==> config.mk <==
export PLATFORM = sky130hd
export DESIGN_NAME = non_pfr_led_top
export DESIGN_NICKNAME = d
export VERILOG_FILES = /design/src/verilog/non_pfr_pkg.sv /design/src/verilog/seven_seg_decoder.sv /design/src/verilog/post_display_regs.sv /design/src/verilog/post_led_mux.sv /design/src/verilog/non_pfr_led_top.sv
export SDC_FILE = /design/constraint.sdc
export NUM_CORES = 1
export LEC_CHECK = 0
export BUFFER_PORTS_ARGS = -buffer_cell sky130_fd_sc_hd__buf_2
export CAP_MARGIN = 5
export CORE_MARGIN = 2
export CORE_UTILIZATION = 41
export DETAILED_ROUTE_END_ITERATION = 8
export HOLD_SLACK_MARGIN = 0.15
export PLACE_DENSITY = 0.92
export SLEW_MARGIN = 40
export SYNTH_ARGS = -nofsm -noshare
export SYNTH_HDL_FRONTEND = slang
export SYNTH_SLANG_ARGS = --single-unit
==> constraint.sdc <==
create_clock -name i_sys_clk -period 2.16 [get_ports i_sys_clk]
set_input_delay 0.324 -clock i_sys_clk [delete_from_list [all_inputs] [get_ports i_sys_clk]]
set_output_delay 0.324 -clock i_sys_clk [all_outputs]
set_load 0.02 [all_outputs]
==> src/verilog/non_pfr_pkg.sv <==
package non_pfr_pkg;

    //////////////////////////////
    // AXI4-Lite geometry
    //////////////////////////////

    localparam int AXIL_ADDR_W = 4;
    localparam int AXIL_DATA_W = 32;
    localparam int AXIL_STRB_W = AXIL_DATA_W / 8;

    localparam logic [1:0] RESP_OKAY   = 2'b00;
    localparam logic [1:0] RESP_SLVERR = 2'b10;

    // Register map, byte addresses
    localparam logic [AXIL_ADDR_W-1:0] GLOBAL_STATE_ADDR  = 4'h0;
    localparam logic [7:0]             GLOBAL_STATE_RESET = 8'hDC;

    //////////////////////////////
    // LED side
    //////////////////////////////

    typedef logic [7:0] led_byte_t;

    // Segment a in bit 0 up to segment g in bit 6, driven low to light
    typedef logic [6:0] seg_glyph_t;

    // Green LEDs on bits 0 to 3 held low, amber LEDs on bits 4 to 7 held high
    localparam led_byte_t POSTLED_PATTERN = 8'hF0;

    typedef struct packed {
        logic seg1_sel_n;
        logic seg2_sel_n;
        logic postled_sel;
    } post_sel_t;

    //////////////////////////////
    // AXI4-Lite channel bundles
    //////////////////////////////

    // Master to slave
    typedef struct packed {
        logic                   awvalid;
        logic [AXIL_ADDR_W-1:0] awaddr;
        logic                   wvalid;
        logic [AXIL_DATA_W-1:0] wdata;
        logic [AXIL_STRB_W-1:0] wstrb;
        logic                   bready;
        logic                   arvalid;
        logic [AXIL_ADDR_W-1:0] araddr;
        logic                   rready;
    } axil_req_t;

    // Slave to master
    typedef struct packed {
        logic                   awready;
        logic                   wready;
        logic                   bvalid;
        logic [1:0]             bresp;
        logic                   arready;
        logic                   rvalid;
        logic [AXIL_DATA_W-1:0] rdata;
        logic [1:0]             rresp;
    } axil_rsp_t;

endpackage

==> src/verilog/seven_seg_decoder.sv <==
`timescale 1ns/1ps

module seven_seg_decoder import non_pfr_pkg::*; (
    input  logic [3:0] i_nibble,
    output seg_glyph_t o_glyph
);

    // Bit order gfedcba, a zero lights the segment
    always_comb begin
        case (i_nibble)
            4'h0:    o_glyph = 7'b1000000;
            4'h1:    o_glyph = 7'b1111001;
            4'h2:    o_glyph = 7'b0100100;
            4'h3:    o_glyph = 7'b0110000;
            4'h4:    o_glyph = 7'b0011001;
            4'h5:    o_glyph = 7'b0010010;
            4'h6:    o_glyph = 7'b0000010;
            4'h7:    o_glyph = 7'b1111000;
            4'h8:    o_glyph = 7'b0000000;
            4'h9:    o_glyph = 7'b0011000;
            // Letters, b and d in lower case so they differ from 8 and 0
            4'hA:    o_glyph = 7'b0001000;
            4'hB:    o_glyph = 7'b0000011;
            4'hC:    o_glyph = 7'b1000110;
            4'hD:    o_glyph = 7'b0100001;
            4'hE:    o_glyph = 7'b0000110;
            default: o_glyph = 7'b0001110;
        endcase
    end

endmodule

==> src/verilog/post_display_regs.sv <==
`timescale 1ns/1ps

module post_display_regs import non_pfr_pkg::*; (
    input  logic       i_sys_clk,
    input  logic       i_sys_clk_reset_sync_n,
    input  axil_req_t  i_axil_req,
    output axil_rsp_t  o_axil_rsp,
    output logic [7:0] o_global_state
);

    logic                   live_q;
    logic [7:0]             global_state_q;

    logic                   wr_accept;
    logic                   wr_hit;
    logic                   bvalid_q;
    logic [1:0]             bresp_q;

    logic                   rd_accept;
    logic                   rd_hit;
    logic                   rvalid_q;
    logic [AXIL_DATA_W-1:0] rdata_q;
    logic [1:0]             rresp_q;

    // Held low through reset so no ready line rises before the block is live
    always_ff @(posedge i_sys_clk) begin
        if (!i_sys_clk_reset_sync_n) begin
            live_q <= 1'b0;
        end else begin
            live_q <= 1'b1;
        end
    end

    //////////////////////////////
    // Write channel
    //////////////////////////////

    // Address and data are taken together, only with no response outstanding
    assign wr_accept = live_q && i_axil_req.awvalid && i_axil_req.wvalid && !bvalid_q;
    assign wr_hit    = (i_axil_req.awaddr == GLOBAL_STATE_ADDR);

    always_ff @(posedge i_sys_clk) begin
        if (!i_sys_clk_reset_sync_n) begin
            bvalid_q <= 1'b0;
        end else if (wr_accept) begin
            bvalid_q <= 1'b1;
        end else if (i_axil_req.bready) begin
            bvalid_q <= 1'b0;
        end
    end

    always_ff @(posedge i_sys_clk) begin
        if (wr_accept) begin
            bresp_q <= wr_hit ? RESP_OKAY : RESP_SLVERR;
        end
    end

    // Only byte lane 0 carries the state; other lanes are ignored
    always_ff @(posedge i_sys_clk) begin
        if (!i_sys_clk_reset_sync_n) begin
            global_state_q <= GLOBAL_STATE_RESET;
        end else if (wr_accept && wr_hit && i_axil_req.wstrb[0]) begin
            global_state_q <= i_axil_req.wdata[7:0];
        end
    end

    //////////////////////////////
    // Read channel
    //////////////////////////////

    assign rd_accept = live_q && i_axil_req.arvalid && !rvalid_q;
    assign rd_hit    = (i_axil_req.araddr == GLOBAL_STATE_ADDR);

    always_ff @(posedge i_sys_clk) begin
        if (!i_sys_clk_reset_sync_n) begin
            rvalid_q <= 1'b0;
        end else if (rd_accept) begin
            rvalid_q <= 1'b1;
        end else if (i_axil_req.rready) begin
            rvalid_q <= 1'b0;
        end
    end

    // Unmapped reads return zero
    always_ff @(posedge i_sys_clk) begin
        if (rd_accept) begin
            rdata_q <= rd_hit ? {{(AXIL_DATA_W-8){1'b0}}, global_state_q} : '0;
            rresp_q <= rd_hit ? RESP_OKAY : RESP_SLVERR;
        end
    end

    //////////////////////////////
    // Response bundle
    //////////////////////////////

    always_comb begin
        o_axil_rsp.awready = wr_accept;
        o_axil_rsp.wready  = wr_accept;
        o_axil_rsp.bvalid  = bvalid_q;
        o_axil_rsp.bresp   = bresp_q;
        o_axil_rsp.arready = live_q && !rvalid_q;
        o_axil_rsp.rvalid  = rvalid_q;
        o_axil_rsp.rdata   = rdata_q;
        o_axil_rsp.rresp   = rresp_q;
    end

    assign o_global_state = global_state_q;

    // A pending write response waits for the master
    a_bvalid_hold : assert property (
        @(posedge i_sys_clk) disable iff (!i_sys_clk_reset_sync_n)
        bvalid_q && !i_axil_req.bready |=> bvalid_q
    ) else $error("bvalid dropped before bready");

    // and its code does not move while it waits
    a_bresp_stable : assert property (
        @(posedge i_sys_clk) disable iff (!i_sys_clk_reset_sync_n)
        bvalid_q && !i_axil_req.bready |=> $stable(bresp_q)
    ) else $error("bresp changed while bvalid was pending");

endmodule

==> src/verilog/post_led_mux.sv <==
`timescale 1ns/1ps

module post_led_mux import non_pfr_pkg::*; (
    input  logic       i_sys_clk,
    input  logic       i_sys_clk_reset_sync_n,
    input  logic       i_debug_mode_n,
    input  post_sel_t  i_post_sel,
    input  logic [7:0] i_global_state,
    input  led_byte_t  i_cc_led,
    output led_byte_t  o_led_control
);

    logic [3:0] nibble;
    seg_glyph_t glyph;
    led_byte_t  led_next;
    led_byte_t  led_q;

    //////////////////////////////
    // Digit selection
    //////////////////////////////

    // First display carries the high digit and wins when both are selected
    assign nibble = i_post_sel.seg1_sel_n ? i_global_state[3:0] : i_global_state[7:4];

    seven_seg_decoder u_seven_seg_decoder (
        .i_nibble ( nibble ),
        .o_glyph  ( glyph  )
    );

    //////////////////////////////
    // Output priority
    //////////////////////////////

    always_comb begin
        // Common core owns the lines unless debug mode claims them
        led_next = i_cc_led;

        if (!i_debug_mode_n) begin
            if (!i_post_sel.seg1_sel_n || !i_post_sel.seg2_sel_n) begin
                // Decimal point in bit 7, always lit
                led_next = {1'b0, glyph};
            end else if (i_post_sel.postled_sel) begin
                led_next = POSTLED_PATTERN;
            end
        end
    end

    // Registered for timing closure toward the pins
    always_ff @(posedge i_sys_clk) begin
        if (!i_sys_clk_reset_sync_n) begin
            led_q <= '0;
        end else begin
            led_q <= led_next;
        end
    end

    assign o_led_control = led_q;

    // Outside debug mode the pins follow the common core one cycle late
    a_cc_passthrough : assert property (
        @(posedge i_sys_clk) disable iff (!i_sys_clk_reset_sync_n)
        i_debug_mode_n |=> (o_led_control == $past(i_cc_led))
    ) else $error("LED byte differs from common core outside debug mode");

endmodule

==> src/verilog/non_pfr_led_top.sv <==
`timescale 1ns/1ps

module non_pfr_led_top import non_pfr_pkg::*; (
    // Clock and reset
    input  logic      i_sys_clk,
    input  logic      i_sys_clk_reset_sync_n,

    // Register access
    input  axil_req_t i_axil_req,
    output axil_rsp_t o_axil_rsp,

    // Debug strap and display selects from the common core
    input  logic      i_debug_mode_n,
    input  post_sel_t i_post_sel,

    // LED lines
    input  led_byte_t i_cc_led,
    output led_byte_t o_led_control,

    // Selects toward the board
    output post_sel_t o_post_sel
);

    logic [7:0] global_state;

    //////////////////////////////
    // Global state register
    //////////////////////////////

    post_display_regs u_post_display_regs (
        .i_sys_clk              ( i_sys_clk              ),
        .i_sys_clk_reset_sync_n ( i_sys_clk_reset_sync_n ),
        .i_axil_req             ( i_axil_req             ),
        .o_axil_rsp             ( o_axil_rsp             ),
        .o_global_state         ( global_state           )
    );

    //////////////////////////////
    // POST code display
    //////////////////////////////

    post_led_mux u_post_led_mux (
        .i_sys_clk              ( i_sys_clk              ),
        .i_sys_clk_reset_sync_n ( i_sys_clk_reset_sync_n ),
        .i_debug_mode_n         ( i_debug_mode_n         ),
        .i_post_sel             ( i_post_sel             ),
        .i_global_state         ( global_state           ),
        .i_cc_led               ( i_cc_led               ),
        .o_led_control          ( o_led_control          )
    );

    // Display selects go out untouched, with no register stage
    assign o_post_sel = i_post_sel;

endmodule

==> metrics.md <==
| Metric | Value |
|---|---|
| Max cap viols | `0` |
| Main synth FF type | `dfxtp_1` |
| Via/cell ratio | `between 4 and 5` |
| Hold path endpoint | `u_post_display_regs.o_global_state[6]` |
| Largest net degree at the start of global routing | `18` |
| Total GRT Usage | `between 10% and 20%` |
| Endpoints failing hold | `0` |
| Skew final | `between 0.003 and 0.004 ns` |
| Synth area leader | `dfxtp_1` |
| Final setup violation count | `0` |
| Tmin final | `~1.6 ns` |
| Sw Pwr | `0.324 mW` |
| Layout fillers | `387` |
| Setup ws final | `0.595 ns` |
| Synthesis warning total | `0` |
| Worst r2r dst | `u_post_led_mux.o_led_control[3]` |
| Post-CTS resize count | `0` |
| Switching Share | `between 20% and 30%` |
| Drt pass-1 iters | `4` |
| Rows | `23` |
| Layout area overhead | `18.7%` |
| Power density over cell area | `roughly 610 mW/mm^2` |
| Final wirelength | `between 3000 and 4000 um` |
| Chip Height | `slightly below 70 um` |
| CTS sink cnt | `29` |
| Effective utilization at floorplan | `between 40% and 50%` |
| Cts hold-fix bufs | `0` |
| Seq pwr share | `49.5%` |
| Hold wc startpoint | `i_axil_req[17]` |
| Layout cells sized above 1 | `a little under two fifths` |
| Clock slew at reported path FFs | `~0.060 ns` |
| Peak VDD IR | `about 0.00019 V` |
| GRT busiest layer | `met2` |
| Syn Area/Cell | `between 10 and 15 sq um` |
| CP max FO | `6` |
| Antenna diodes | `0` |
| Num ports | `115` |
| Fmax | `about 640 MHz` |
| Routability Congestion | `about 0.87` |
| WHS Path Cells | `3` |
| First-pass GRT wire length | `around 5000 um` |
| Status | `complete, no violations` |
| Synth area leaders | `dfxtp_1, edfxtp_1, buf_4, mux2i_1, ha_1` |
| CP endpoint kind | `register` |
| Slew Viols, Final | `0` |
| Gr ovfl total | `0` |
| Leading cell type by number of instances after synthesis | `buf_4` |
| Core Util, Final | `49.8%` |
| FFs w/ async S/R, synth | `0%` |
| R2R depth | `6` |
| Htree depth | `2` |
| Post-CTS setup buffer count | `0` |
| Die area | `approximately 0.0045 sq mm` |
| #FFs+latches synth | `29` |
| Mapped Cells | `about 160` |
| Cell Area, Synth | `0.00164 sq mm` |
| CTS root buffer | `clkbuf_8` |
| RSZ-0062 raised after global routing | `false` |
| Via count | `1257` |
| CTS tree | `yes` |
| Pre-CTS setup slack | `0.428 ns` |
| Int Power | `slightly below 0.9 mW` |
| Initial drt markers | `40` |
| Logic pwr share | `approximately 17%` |
| Post-route clock period utilization | `slightly above 70%` |
| Initial antenna violation count | `0` |
| Critical path arrival | `between 1.5 and 2 ns` |
| Met1 Track Usage GR | `between 10% and 20%` |
| Vias in the first global route | `between 1000 and 1500` |
| Top post-synthesis cells by count | `buf_4, dfxtp_1, nand2_1` |
| Worst r2r src | `u_post_display_regs.o_global_state[0]` |
| CTS Buf Count | `5` |
| Clk Latency, worst-skew pair | `about 0.28 ns` |
| Synth top area share | `approximately 23%` |
| Worst path required time | `2.32 ns` |
| Routed Antenna Nets | `0` |
| Clock power frac | `about a third` |
| Residual DRC | `0` |
| Leakage | `a little under 1 nW` |
| CP startpoint kind | `register` |
| Setup CP Type | `register to register` |
| Detail Placement HPWL | `around 2500 um` |
| Setup TNS Final | `0 ns` |
| Chip Width | `67.3 um` |
| Met2 Usage GRT | `27.0%` |
| EDFF count, synth | `10` |
| Port-buffer cells | `a little over 60` |
| Hold WS | `0.260 ns` |
| NumNets Final | `slightly below 300` |
| Drt wl/cell | `~11 um` |
| FF-to-FF setup slack | `0.60 ns` |
| Hold crit path type | `primary input to register` |
| Seq/Total Area, Yosys | `about two fifths` |
| Cell variety after synth | `37` |
| CTS Buffer Depth | `2` |
| GR Util met3 | `3.17%` |
| Core area | `just under 0.004 sq mm` |
placed cells by master (no fill, tap or decap), types with 3 or more instances in the layout:
master / n
clkbuf_8: 5
inv_1: 6
buf_2: 61
nor2b_1: 3
nor2_1: 7
buf_4: 5
and2_1: 9
dfxtp_1: 19
mux2i_1: 11
nand2_1: 12
nand3_1: 5
ha_1: 6
conb_1: 26
a21oi_1: 4
edfxtp_1: 10
o21ai_0: 5
a31oi_1: 3
how the worst max path moves through the flow:
stage / from / end / slack (ns)
floorplan: i_post_sel[2] / u_post_led_mux.o_led_control[3] / 0.41
global placement: i_post_sel[2] / u_post_led_mux.o_led_control[3] / 0.44
detailed placement: i_post_sel[2] / u_post_led_mux.o_led_control[3] / 0.43
CTS: u_post_display_regs.o_global_state[0] / u_post_led_mux.o_led_control[3] / 0.59
global route: u_post_display_regs.o_global_state[0] / u_post_led_mux.o_led_control[3] / 0.49
finish: u_post_display_regs.o_global_state[0] / u_post_led_mux.o_led_control[3] / 0.60
flip-flops by register name, indices dropped and copies added, names as in the netlist:
register                            flops
u_post_display_regs.bresp_q             1
u_post_display_regs.bvalid_q            1
u_post_display_regs.live_q              1
u_post_display_regs.o_global_state      8
u_post_display_regs.rdata_q             8
u_post_display_regs.rresp_q             1
u_post_display_regs.rvalid_q            1
u_post_led_mux.o_led_control            8
critical path: stages (launching register included):
cell and delay (ns):
dfxtp_1 0.35, mux2i_1 0.08, buf_4 0.16, ha_1 0.34, mux2_2 0.34, nand4_1 0.11
o211ai_2 0.08
per-layer routing:
metal | part of all wire (%) | up-vias
met3 | 7.1 | 4
met1 | 41 | 566
met5 | 0 | -
li1 | - | 632
met4 | 1.5 | 0
met2 | 50 | 55
metrics by stage:
| stage | instance area [sq um] | total power, mW | cells |
|---|---|---|---|
| final | 1950 | 1.19 | 276 |
| after global routing | 1950 | 1.26 | 276 |
| after CTS | 1950 | 1.21 | 276 |
| after detailed placement | 1870 | 0.801 | 268 |
| after global placement | 1870 | 0.798 | 268 |
| after floorplan | 1740 | 0.774 | 188 |
kinds of logic after synthesis:
| group | share of synthesized area, % |
|---|---|
| and+or+nand+nor | 13.5 |
| other | 0.228 |
| DFF | 41.4 |
| buffers and inverters | 18.0 |
| adders and majority gates | 4.57 |
| AOI/OAI and AO/OA | 11.4 |
| muxes | 9.75 |
| xor gates and xnor gates | 1.07 |
power by group through the flow:
stage                     Clock (mW)  Combinational, mW  Sequential [mW]
after global routing           0.447              0.217            0.592
after global placement             0              0.197            0.601
final                          0.402              0.199            0.590
after floorplan                    0              0.149            0.625
after CTS                      0.418              0.199            0.590
after detailed placement           0              0.199            0.602
layout make-up:
class	instances	area, sq um	area share, %
clock buffer	5	68.8	3.53
clock inverter	3	12.5	0.642
inverter	6	22.5	1.16
multi-input combinational	117	759	39.0
sequential	29	681	34.9
tap	50	62.6	3.21
timing repair buffer	66	343	17.6
Power figures use the tool's default switching activity.
